File: src/verilog/workgroup_pkg.sv
// Workgroup constants, hart and debug data types, region codes and the debug address union
`default_nettype none

package workgroup_pkg;

    // Slot positions in the workgroup
    localparam int CFG_CPU_MAX = 4;
    localparam int CFG_LOG2_CPU_MAX = 2;

    typedef logic [CFG_LOG2_CPU_MAX-1:0] hartsel_t;
    typedef logic [CFG_CPU_MAX-1:0] hart_mask_t;
    typedef logic [31:0] dport_data_t;

    // Address regions, codes 2 and 3 are unmapped
    typedef enum logic [1:0] {
        REGION_CSR = 2'd0,
        REGION_GPR = 2'd1
    } dport_region_e;

    localparam int DPORT_INDEX_BITS = 10;
    typedef logic [DPORT_INDEX_BITS-1:0] dport_index_t;

    typedef struct packed {
        dport_region_e region;
        dport_index_t index;
    } dport_addr_fields_t;

    // Raw word as seen on the ports, field view as used by the decoder
    typedef union packed {
        logic [11:0] raw;
        dport_addr_fields_t fld;
    } dport_addr_u;

    // Readable control registers
    localparam dport_index_t CSR_INDEX_STATUS = 10'd0;
    localparam dport_index_t CSR_INDEX_MIP = 10'd1;

    // Debug-visible general registers per hart
    localparam int GPR_TOTAL = 8;

    // Interrupt bit positions in mip
    localparam int IRQ_MSIP = 3;
    localparam int IRQ_MTIP = 7;
    localparam int IRQ_SEIP = 9;
    localparam int IRQ_MEIP = 11;

endpackage : workgroup_pkg

`default_nettype wire

File: src/verilog/dport_req_if.sv
// Decoded debug request plus halt and resume strobes shared by the slots and the response mux
`default_nettype none

interface dport_req_if;
    import workgroup_pkg::*;

    logic req_strobe;
    hartsel_t hart;
    dport_addr_u addr;
    logic write;
    dport_data_t wdata;
    // Hart not populated or region unmapped
    logic no_target;
    logic halt_strobe;
    logic resume_strobe;
    hartsel_t halt_hart;

    modport source (
        output req_strobe, hart, addr, write, wdata, no_target,
        output halt_strobe, resume_strobe, halt_hart
    );

    modport slot (
        input req_strobe, hart, addr, write, wdata, no_target,
        input halt_strobe, resume_strobe, halt_hart
    );

    modport monitor (input req_strobe, no_target);

endinterface : dport_req_if

`default_nettype wire

File: src/verilog/dport_resp_if.sv
// One response lane from a hart slot toward the response mux
`default_nettype none

interface dport_resp_if;
    import workgroup_pkg::*;

    // One-cycle pulse per answered request
    logic resp_strobe;
    logic resp_error;
    dport_data_t rdata;

    modport slot (
        output resp_strobe,
        output resp_error,
        output rdata
    );

    modport mux (
        input resp_strobe,
        input resp_error,
        input rdata
    );

endinterface : dport_resp_if

`default_nettype wire

File: src/verilog/dport_req_decoder.sv
// Debug request decoder with ready handshake, target check and halt/resume strobes
`default_nettype none

module dport_req_decoder #(
    parameter int cpu_num = 3
) (
    input  logic                      i_clk,
    input  logic                      i_rst_n,
    input  workgroup_pkg::hartsel_t   i_hartsel,
    input  logic                      i_haltreq,
    input  logic                      i_resumereq,
    input  logic                      i_dport_req_valid,
    input  logic                      i_dport_write,
    input  workgroup_pkg::dport_addr_u i_dport_addr,
    input  workgroup_pkg::dport_data_t i_dport_wdata,
    // Response leaves the port this cycle
    input  logic                      i_resp_done,
    output logic                      o_dport_req_ready,
    dport_req_if.source               o_req
);
    import workgroup_pkg::*;

    logic ready_q;
    logic req_accept;
    logic hart_populated;
    logic region_mapped;

    assign req_accept = i_dport_req_valid & ready_q;
    assign hart_populated = int'(i_hartsel) < cpu_num;
    assign region_mapped = (i_dport_addr.fld.region == REGION_CSR) ||
                           (i_dport_addr.fld.region == REGION_GPR);

    assign o_dport_req_ready = ready_q;

    // Handshake and strobes
    always_ff @(posedge i_clk or negedge i_rst_n) begin
        if (!i_rst_n) begin
            ready_q <= 1'b1;
            o_req.req_strobe <= 1'b0;
            o_req.halt_strobe <= 1'b0;
            o_req.resume_strobe <= 1'b0;
        end else begin
            o_req.req_strobe <= req_accept;
            // Only one request in flight
            if (req_accept) begin
                ready_q <= 1'b0;
            end else if (i_resp_done) begin
                ready_q <= 1'b1;
            end
            // Requests to empty slots are dropped here
            o_req.halt_strobe <= i_haltreq & hart_populated;
            o_req.resume_strobe <= i_resumereq & hart_populated;
        end
    end

    // Request payload, held until the next acceptance
    always_ff @(posedge i_clk) begin
        if (req_accept) begin
            o_req.hart <= i_hartsel;
            o_req.addr <= i_dport_addr;
            o_req.write <= i_dport_write;
            o_req.wdata <= i_dport_wdata;
            o_req.no_target <= !(hart_populated && region_mapped);
        end
        if (i_haltreq || i_resumereq) begin
            o_req.halt_hart <= i_hartsel;
        end
    end

endmodule : dport_req_decoder

`default_nettype wire

File: src/verilog/hart_slot.sv
// Hart slot with halt state, general registers, status and mip registers and its response lane
`default_nettype none

module hart_slot (
    input  logic                    i_clk,
    input  logic                    i_rst_n,
    input  workgroup_pkg::hartsel_t i_hart_id,
    input  logic                    i_msip,
    input  logic                    i_mtip,
    input  logic                    i_meip,
    input  logic                    i_seip,
    dport_req_if.slot               i_req,
    dport_resp_if.slot              o_resp,
    output logic                    o_halted
);
    import workgroup_pkg::*;

    localparam int GPR_IDX_BITS = $clog2(GPR_TOTAL);

    logic halted_q;
    dport_data_t gpr_q [GPR_TOTAL];
    dport_data_t mip_q;
    dport_data_t mip_next;
    logic req_sel;
    logic gpr_wr;
    logic resp_err;
    dport_data_t rd_val;
    logic [GPR_IDX_BITS-1:0] gpr_idx;

    // Request for this hart that passed the decoder check
    assign req_sel = i_req.req_strobe && (i_req.hart == i_hart_id) && !i_req.no_target;
    assign gpr_idx = i_req.addr.fld.index[GPR_IDX_BITS-1:0];

    // Halt and resume, halt wins if both arrive together
    always_ff @(posedge i_clk or negedge i_rst_n) begin
        if (!i_rst_n) begin
            halted_q <= 1'b0;
        end else if (i_req.halt_strobe && (i_req.halt_hart == i_hart_id)) begin
            halted_q <= 1'b1;
        end else if (i_req.resume_strobe && (i_req.halt_hart == i_hart_id)) begin
            halted_q <= 1'b0;
        end
    end

    always_comb begin
        mip_next = '0;
        mip_next[IRQ_MSIP] = i_msip;
        mip_next[IRQ_MTIP] = i_mtip;
        mip_next[IRQ_SEIP] = i_seip;
        mip_next[IRQ_MEIP] = i_meip;
    end

    // Interrupt lines sampled every cycle
    always_ff @(posedge i_clk or negedge i_rst_n) begin
        if (!i_rst_n) begin
            mip_q <= '0;
        end else begin
            mip_q <= mip_next;
        end
    end

    // Access check and read data
    always_comb begin
        resp_err = 1'b0;
        rd_val = '0;
        if (i_req.addr.fld.region == REGION_CSR) begin
            // CSRs are read-only here
            if (i_req.write) begin
                resp_err = 1'b1;
            end else if (i_req.addr.fld.index == CSR_INDEX_STATUS) begin
                rd_val = dport_data_t'(halted_q);
            end else if (i_req.addr.fld.index == CSR_INDEX_MIP) begin
                rd_val = mip_q;
            end else begin
                resp_err = 1'b1;
            end
        end else begin
            if (i_req.addr.fld.index >= dport_index_t'(GPR_TOTAL)) begin
                resp_err = 1'b1;
            end else if (i_req.write) begin
                // Registers are writable only while halted
                resp_err = !halted_q;
            end else begin
                rd_val = gpr_q[gpr_idx];
            end
        end
    end

    assign gpr_wr = req_sel && i_req.write && !resp_err;

    always_ff @(posedge i_clk) begin
        if (gpr_wr) begin
            gpr_q[gpr_idx] <= i_req.wdata;
        end
    end

    // Response lane
    always_ff @(posedge i_clk or negedge i_rst_n) begin
        if (!i_rst_n) begin
            o_resp.resp_strobe <= 1'b0;
            o_resp.resp_error <= 1'b0;
        end else begin
            o_resp.resp_strobe <= req_sel;
            o_resp.resp_error <= req_sel & resp_err;
        end
    end

    always_ff @(posedge i_clk) begin
        if (req_sel) begin
            o_resp.rdata <= resp_err ? '0 : rd_val;
        end
    end

    assign o_halted = halted_q;

endmodule : hart_slot

`default_nettype wire

File: src/verilog/dport_resp_mux.sv
// Response mux over the slot lanes with decoder error path and halted vector output
`default_nettype none

module dport_resp_mux (
    input  logic                       i_clk,
    input  logic                       i_rst_n,
    input  workgroup_pkg::hart_mask_t  i_halted_slots,
    dport_req_if.monitor               i_req,
    dport_resp_if.mux                  i_resp [workgroup_pkg::CFG_CPU_MAX],
    output logic                       o_dport_resp_valid,
    output logic                       o_dport_resp_error,
    output workgroup_pkg::dport_data_t o_dport_rdata,
    output logic                       o_resp_done,
    output workgroup_pkg::hart_mask_t  o_halted
);
    import workgroup_pkg::*;

    hart_mask_t lane_strobe;
    hart_mask_t lane_error;
    dport_data_t lane_rdata [CFG_CPU_MAX];
    dport_data_t any_rdata;
    logic no_target_q;

    // Lanes are qualified by their strobe so idle lanes add nothing to the OR
    for (genvar i = 0; i < CFG_CPU_MAX; i++) begin : g_lane
        assign lane_strobe[i] = i_resp[i].resp_strobe;
        assign lane_error[i] = i_resp[i].resp_error & i_resp[i].resp_strobe;
        assign lane_rdata[i] = i_resp[i].rdata & {$bits(dport_data_t){i_resp[i].resp_strobe}};
    end

    always_comb begin
        any_rdata = '0;
        for (int i = 0; i < CFG_CPU_MAX; i++) begin
            any_rdata = any_rdata | lane_rdata[i];
        end
    end

    // No slot answers a no_target request, so answer it here in step with the slots
    always_ff @(posedge i_clk or negedge i_rst_n) begin
        if (!i_rst_n) begin
            no_target_q <= 1'b0;
            o_dport_resp_valid <= 1'b0;
            o_dport_resp_error <= 1'b0;
        end else begin
            no_target_q <= i_req.req_strobe & i_req.no_target;
            o_dport_resp_valid <= no_target_q | (|lane_strobe);
            o_dport_resp_error <= no_target_q | (|lane_error);
        end
    end

    always_ff @(posedge i_clk) begin
        o_dport_rdata <= no_target_q ? '0 : any_rdata;
    end

    assign o_resp_done = o_dport_resp_valid;

    // Empty positions arrive as zero
    assign o_halted = i_halted_slots;

endmodule : dport_resp_mux

`default_nettype wire

File: src/verilog/workgroup.sv
// Workgroup top level with request decoder, hart slots and response mux
`default_nettype none

module workgroup #(
    parameter int cpu_num = 3
) (
    input  logic                       i_clk,
    input  logic                       i_rst_n,
    input  workgroup_pkg::hartsel_t    i_hartsel,
    input  logic                       i_haltreq,
    input  logic                       i_resumereq,
    input  logic                       i_dport_req_valid,
    input  logic                       i_dport_write,
    input  workgroup_pkg::dport_addr_u i_dport_addr,
    input  workgroup_pkg::dport_data_t i_dport_wdata,
    input  workgroup_pkg::hart_mask_t  i_msip,
    input  workgroup_pkg::hart_mask_t  i_mtip,
    input  workgroup_pkg::hart_mask_t  i_meip,
    input  workgroup_pkg::hart_mask_t  i_seip,
    output logic                       o_dport_req_ready,
    output logic                       o_dport_resp_valid,
    output logic                       o_dport_resp_error,
    output workgroup_pkg::dport_data_t o_dport_rdata,
    output workgroup_pkg::hart_mask_t  o_halted
);
    import workgroup_pkg::*;

    hart_mask_t halted_slots;
    logic resp_done;

    dport_req_if u_req_if ();
    dport_resp_if u_resp_if [CFG_CPU_MAX] ();

    dport_req_decoder #(
        .cpu_num(cpu_num)
    ) u_req_decoder (
        .i_clk(i_clk),
        .i_rst_n(i_rst_n),
        .i_hartsel(i_hartsel),
        .i_haltreq(i_haltreq),
        .i_resumereq(i_resumereq),
        .i_dport_req_valid(i_dport_req_valid),
        .i_dport_write(i_dport_write),
        .i_dport_addr(i_dport_addr),
        .i_dport_wdata(i_dport_wdata),
        .i_resp_done(resp_done),
        .o_dport_req_ready(o_dport_req_ready),
        .o_req(u_req_if)
    );

    for (genvar i = 0; i < CFG_CPU_MAX; i++) begin : g_slot
        if (i < cpu_num) begin : g_hart
            hart_slot u_hart_slot (
                .i_clk(i_clk),
                .i_rst_n(i_rst_n),
                .i_hart_id(hartsel_t'(i)),
                .i_msip(i_msip[i]),
                .i_mtip(i_mtip[i]),
                .i_meip(i_meip[i]),
                .i_seip(i_seip[i]),
                .i_req(u_req_if),
                .o_resp(u_resp_if[i]),
                .o_halted(halted_slots[i])
            );
        end else begin : g_empty
            // Empty position never answers and never halts
            assign u_resp_if[i].resp_strobe = 1'b0;
            assign u_resp_if[i].resp_error = 1'b0;
            assign u_resp_if[i].rdata = '0;
            assign halted_slots[i] = 1'b0;
        end
    end

    dport_resp_mux u_resp_mux (
        .i_clk(i_clk),
        .i_rst_n(i_rst_n),
        .i_halted_slots(halted_slots),
        .i_req(u_req_if),
        .i_resp(u_resp_if),
        .o_dport_resp_valid(o_dport_resp_valid),
        .o_dport_resp_error(o_dport_resp_error),
        .o_dport_rdata(o_dport_rdata),
        .o_resp_done(resp_done),
        .o_halted(o_halted)
    );

endmodule : workgroup

`default_nettype wire

File: config.mk
export PLATFORM = sky130hd
export DESIGN_NAME = workgroup
export DESIGN_NICKNAME = d
export VERILOG_FILES = /design/src/verilog/workgroup_pkg.sv /design/src/verilog/dport_req_if.sv /design/src/verilog/dport_resp_if.sv /design/src/verilog/dport_req_decoder.sv /design/src/verilog/hart_slot.sv /design/src/verilog/dport_resp_mux.sv /design/src/verilog/workgroup.sv
export SDC_FILE = /design/constraint.sdc
export NUM_CORES = 1
export LEC_CHECK = 0
export ABC_CLOCK_PERIOD_IN_PS = 7900
export BUFFER_PORTS_ARGS = -buffer_cell sky130_fd_sc_hd__buf_2
export CORE_ASPECT_RATIO = 1.25
export CORE_UTILIZATION = 39
export CTS_BUF_LIST = sky130_fd_sc_hd__clkbuf_2 sky130_fd_sc_hd__clkbuf_4 sky130_fd_sc_hd__clkbuf_8
export DETAILED_ROUTE_END_ITERATION = 6
export RECOVER_POWER = 100
export SLEW_MARGIN = 20
export SYNTH_ARGS = -nofsm -noshare
export SYNTH_HDL_FRONTEND = slang
export SYNTH_SLANG_ARGS = --single-unit
File: constraint.sdc
create_clock -name i_clk -period 7.9 [get_ports i_clk]
set_input_delay 0.79 -clock i_clk [delete_from_list [all_inputs] [get_ports i_clk]]
set_output_delay 0.79 -clock i_clk [all_outputs]
set_load 0.03 [all_outputs]
* Word-level counts from Yosys, hierarchy flattened
Memory sizes are Yosys's and may differ from the RTL's. A register that Yosys moved wholly into a read port is not among the register bits.
Index checks and enable logic that the tools add are counted.
** Word-level totals
- Flip-flop bits (word level) :: 206
- Memory bits (writable) :: 768
- Input port bits :: 68
- Word-level logic and storage cells :: 144
- Memories :: 3
** Operators by class
- Order comparisons :: 2
- Equal/unequal tests :: 6
- Muxes and demuxes :: 47
- Bitwise gates (word level) :: 17
- Reduce and logical (&&, ||, !) cells :: 40
** Memories
- g_slot[0].g_hart.u_hart_slot.gpr_q :: words 8, bits a word 32, read ports 1, clocked after memory_dff 1, wr ports 1, line hart_slot.sv:21 : dport_data_t gpr_q [GPR_TOTAL];
- g_slot[1].g_hart.u_hart_slot.gpr_q :: words 8, bits a word 32, read ports 1, clocked after memory_dff 1, wr ports 1, line hart_slot.sv:21
- g_slot[2].g_hart.u_hart_slot.gpr_q :: words 8, bits a word 32, read ports 1, clocked after memory_dff 1, wr ports 1, line hart_slot.sv:21
** Operator list (count)
- 2-to-1 mux 32 bit :: 15
- AND 32 bit :: 3
- OR 32 bit :: 2
- 2-to-1 mux 12 bit :: 3
- 2-to-1 mux 1 bit :: 26
- logical AND 1 bit :: 19
- AND 1 bit :: 10
- == test 10 x 1 -> 1 bit (second input constant) :: 1
- greater-or-equal comparator 10 x 4 -> 1 bit (second input constant) :: 1
- logical NOT 10 bit :: 1
- 2-to-1 mux 3 bit :: 3
- logical NOT 1 bit :: 8
- logical NOT 2 bit :: 4
- nonzero test 2 bit :: 4
- == test 2 x 1 -> 1 bit (second input constant) :: 3
- OR reduction 3 bit :: 2
- == test 2 bit (second input constant) :: 2
- logical OR 1 bit :: 2
- less-than comparator 2 bit (second input constant) :: 1
- OR 1 bit :: 2

* Logic depth before layout (Yosys ltp)
- Word-level depth :: 9
- Depth in mapped cells :: 7
- Depth with buffers taken out :: 4

* Modules after synthesis
From an unflattened synthesis, not the netlist that was laid out.
** Second synthesis, totals
- Cell total of the unflattened synthesis :: 1681
- Area total of the unflattened synthesis :: 36675.2 sq um
** Modules (own cells, without submodules)
- hart_slot at g_slot[1].g_hart.u_hart_slot :: instances 1, cells each 489, area an instance 11179.5 sq um, sequential area each 8823.5 sq um
- hart_slot at g_slot[0].g_hart.u_hart_slot :: instances 1, cells each 483, area an instance 11131.9 sq um, sequential area each 8823.5 sq um
- hart_slot at g_slot[2].g_hart.u_hart_slot :: instances 1, cells each 482, area an instance 11116.9 sq um, sequential area each 8823.5 sq um
- dport_req_decoder :: instances 1, cells each 62, area an instance 1651.6 sq um, sequential area each 1602.8 sq um
- dport_resp_mux :: instances 1, cells each 163, area an instance 1587.8 sq um, sequential area each 715.7 sq um
- workgroup :: instances 1, cells each 2, area an instance 7.5 sq um, sequential area each 0.0 sq um

* Worst setup path before layout
No wires, ideal clock.
- Path kind :: register to register
- Start :: reg u_req_decoder.o_req.addr[7]
- End :: mem g_slot[1].g_hart.u_hart_slot.gpr_q[7][0] (netlist name), enable pin
- Library setup time :: 0.421 ns
- Data arrival time :: 2.650 ns
- Path slack :: 4.829 ns
- Cell stages (with the launch flop) :: 5
- Path buffers :: 0
- Clock period less this slack :: 3.071 ns
- Path through :: edfxtp_1 nor4_4 o2111ai_1 a211o_1 nor2_1
** Between the ends
- Word-level cells in the longest chain between the ends :: 9
- Elaborated cells between the ends (all ways) :: 12
- Classes of those cells :: 1 x order compare; 1 x eq/ne; 7 x mux; 3 x reduce/logical
** Ends and longest elaborated chain
- start: declaration :: line dport_req_if.sv:19 : output req_strobe, hart, addr, write, wdata, no_target,
- start signal: assignment :: line dport_req_decoder.sv:60 : o_req.addr <= i_dport_addr;
- branches (longest 4 deep; another with greater-or-equal comparator 10 x 4 -> 1 bit)
- 2-to-1 mux 1 bit * :: line hart_slot.sv:66 : if (i_req.addr.fld.region == REGION_CSR) begin
- logical NOT 1 bit * :: line hart_slot.sv:89 : assign gpr_wr = req_sel && i_req.write && !resp_err;
- logical AND 1 bit * :: line hart_slot.sv:89
- 2-to-1 mux 1 bit * :: line hart_slot.sv:92 : if (gpr_wr) begin
- 2-to-1 mux 1 bit (not written as such) * :: line hart_slot.sv:93 : gpr_q[gpr_idx] <= i_req.wdata;
- end: declaration :: line hart_slot.sv:21
Every way passes the cells marked *.

* Worst setup path after layout
- Start :: reg u_req_decoder.o_req.addr[3]
- End :: mem g_slot[0].g_hart.u_hart_slot.gpr_q[2][10] (netlist name), enable pin
** Between the ends
- Word-level cells in the longest chain between the ends :: 9
- Elaborated cells between the ends (all ways) :: 12
- Classes of those cells :: 1 x order compare; 1 x eq/ne; 7 x mux; 3 x reduce/logical
** Ends and longest elaborated chain (line)
- branches (longest 4 deep; another with greater-or-equal comparator 10 x 4 -> 1 bit)
- 2-to-1 mux 1 bit * :: hart_slot.sv:66
- logical NOT 1 bit * :: hart_slot.sv:89
- logical AND 1 bit * :: hart_slot.sv:89
- 2-to-1 mux 1 bit * :: hart_slot.sv:92
- 2-to-1 mux 1 bit (not written as such) * :: hart_slot.sv:93
- end: declaration :: hart_slot.sv:21
Marked as above.

==> metrics.csv <==
metric;value;unit
status;finished, violations left;
violations;design-rule violations, max-capacitance violations, max-slew violations;
io_pins;107;
cts_setup_buffers;0;
synth-edff-count;914;
synth_top_area_cell;edfxtp_1;
coreArea;91500;um2
initial_core_util;39.4;%
syn_to_final_growth;13.2;%
tightest_slew;4.40;ns
synth_ff_type;edfxtp_1;
dieArea;93600;um2
start_kind;register;
gp_congestion;0.716;
fin_ws;2.69;ns
finalSetupTns;0;ns
drc;26;
crit_path_end;g_slot[0].g_hart.u_hart_slot.gpr_q[2][10];
grt_pass1_wl;121000;um
grt_pass1_vias;17900;
routedWlPerCell;26.6;um
fin_skew;0.0283;ns
rrSetupSlack;2.69;ns
critPathKind;register to register;
grt_overflow;0;
grtUsageMet3;3.48;%
clock_sinks;977;
met1_usage;23.9;%
fmax;192;MHz
synth_seq_cells;977;
die_x;274;um
die_y;342;um
cp-startpoint;u_req_decoder.o_req.addr[3];
worstReg2RegStart;u_req_decoder.o_req.addr[3];
drtIter0Drc;1589;
p_leak;12.9;nW
htree_levels;4;
routed_via_density;5.39;
synth_cell_types;41;
dp_hpwl;39600;um
row_count;124;
busiest_layer;met2;
track_usage;18.2;%
crit-reg2reg-capture;g_slot[0].g_hart.u_hart_slot.gpr_q[2][10];
cts_root_buffer;clkbuf_8;
seq_area_frac_synth;80.1;%
min_path_type;input pin to register;
synth_common_cells;914 x edfxtp_1, 192 x mux4_2, 143 x nor2_1, 97 x mux2i_1, 35 x dfxtp_1;
crit_fanout;19;
reg2regPathDepth;5;
cts_tree;built;
final-hold-violation-count;0;
vias;16900;
required;8.26;ns
clk_latency;0.80;ns
ctsHoldBuffers;1;
numCtsBuffers;150;
ant_nets;0;
end_kind;register;
worstPathArrival;5.57;ns
avgSynthCellArea;22.4;um2
power.density;250;nW/um2
wl;83300;um
period_share;65.9;%
port-buffer-count;101;
yosysMostFrequentCell;edfxtp_1;
syn_nets;1675;
dr.pass1.iters;7;
vdd_drop_max;0.000140;V
slew-limit-headroom;-193;%
pre_cts_ws;4.51;ns
antenna_found_initial;1;
fin_crit;5.21;ns
clockBufferDepth;3;
synthTopCellsByArea;edfxtp_1 76%, mux4_2 12%, mux2i_1 2.7%, dfxtp_1 1.9%, dfrtp_1 1.9%;
ys_async_sr_fraction;2.87;%
synthCells;1607;
ys_warn_count;0;
slew_viol_final;1149;
clk_pin_slew_worst_paths;0.06;ns
setup_viol;0;
yosysTopAreaCellShare;76.2;%
cap_viol_max_count;38;
rsz0062_at_grt;no;
layout.nets;1877;
drive_gt1_share;26.7;%
cts_resized;0;
grt_max_degree;173;
met2_usage;30.9;%
syn_area;36000;um2
## flip-flops by register name, indices dropped and copies added (netlist names), 2 cells and up, named ones only
| signal | cells |
|---|---|
| g_slot.g_hart.u_hart_slot.gpr_q | 768 |
| g_slot.g_hart.u_hart_slot.mip_q | 12 |
| g_slot.g_hart.u_hart_slot.o_halted | 3 |
| g_slot.g_hart.u_hart_slot.o_resp.rdata | 96 |
| g_slot.g_hart.u_hart_slot.o_resp.resp_error | 3 |
| g_slot.g_hart.u_hart_slot.o_resp.resp_strobe | 3 |
| u_req_decoder.o_req.addr | 12 |
| u_req_decoder.o_req.halt_hart | 2 |
| u_req_decoder.o_req.hart | 2 |
| u_req_decoder.o_req.wdata | 32 |
| u_resp_mux.o_dport_rdata | 32 |
## area by class of cell
class	count	area, um2
Antenna cell	1	2.50
Tap cell	1197	1500
Multi-Input combinational cell	534	6780
Sequential cell	977	28900
Inverter	7	27.5
Timing Repair Buffer	139	632
Clock inverter	64	423
Fill cell	7770	50700
Clock buffer	209	2560
## cell usage in the layout, fill, tap and decap left out, types with 5 or more instances in the layout
master      instances
nor2_4             16
buf_4               5
clkbuf_1           89
clkinvlp_4          7
clkinv_2           12
clkinv_1           33
nand2_1            10
clkbuf_8          159
dfrtp_1            24
dfxtp_1            33
mux4_2            192
clkbuf_4           50
o2bb2ai_1          12
inv_1               5
edfxtp_1          914
mux2i_1            97
inv_6               7
nand3_1             6
a222oi_1           32
buf_2              41
nor2_1            127
## per-stage QoR
step / cell area, um2 / cells / utilization (%) / hold WS [ns] / power (mW)
2_1_floorplan: 36000 / 1607 / - / 0.434 / 6.04
3_3_place_gp: 38000 / 2852 / 41.6 / 0.460 / 6.13
3_5_place_dp: 38000 / 2852 / 41.6 / 0.463 / 6.14
4_1_cts: 41000 / 3126 / 44.8 / 0.0184 / 10.3
5_1_grt: 40800 / 3128 / 44.6 / 0.0379 / 10.5
6_report: 40800 / 3128 / 44.6 / 0.104 / 10.2
## metal layers
| layer | up-vias | wire length, um |
|---|---|---|
| li1 | 7079 | - |
| met3 | 107 | 5270 |
| met1 | 9073 | 34200 |
| met5 | - | 0 |
| met2 | 595 | 42500 |
| met4 | 0 | 1330 |
## power breakdown
part           switching, mW  total, mW  internal, mW
combinational          0.154      0.317         0.163
sequential            0.0687       5.72          5.65
clock                   1.93       4.15          2.21
total                   2.15       10.2          8.03
## how the worst min path moves through the flow
stage | end | from | cells past startpoint
final | g_slot[0].g_hart.u_hart_slot.mip_q[7] | i_mtip[0] | 1
after global routing | g_slot[0].g_hart.u_hart_slot.mip_q[7] | i_mtip[0] | 1
after CTS | g_slot[2].g_hart.u_hart_slot.mip_q[3] | i_msip[2] | 1
after detailed placement | u_resp_mux.o_dport_resp_error | g_slot[2].g_hart.u_hart_slot.o_resp.resp_error | 2
after global placement | u_resp_mux.o_dport_resp_error | g_slot[2].g_hart.u_hart_slot.o_resp.resp_error | 2
after floorplan | u_resp_mux.o_dport_resp_error | g_slot[2].g_hart.u_hart_slot.o_resp.resp_error | 2
## critical path, stage by stage (launching register included)
cell       delay, ns
edfxtp_1        0.37
nor3_1          0.48
o2111ai_1       0.28
a211o_1         0.41
nor2_1          1.47
clkbuf_1        1.72
## logic make-up (layout without fill, tap and decap cells)
logic type / after synthesis / in the layout / share of synthesized area (%)
other: 1 / 2 / 0.0104
flip-flops: 977 / 977 / 80.1
multiplexers: 292 / 292 / 14.8
AO/OA/AOI/OAI: 60 / 60 / 1.51
buffers and inverters: 96 / 419 / 1.44
AND/OR/NAND/NOR: 181 / 181 / 2.18
Power figures use the tool's default switching activity.
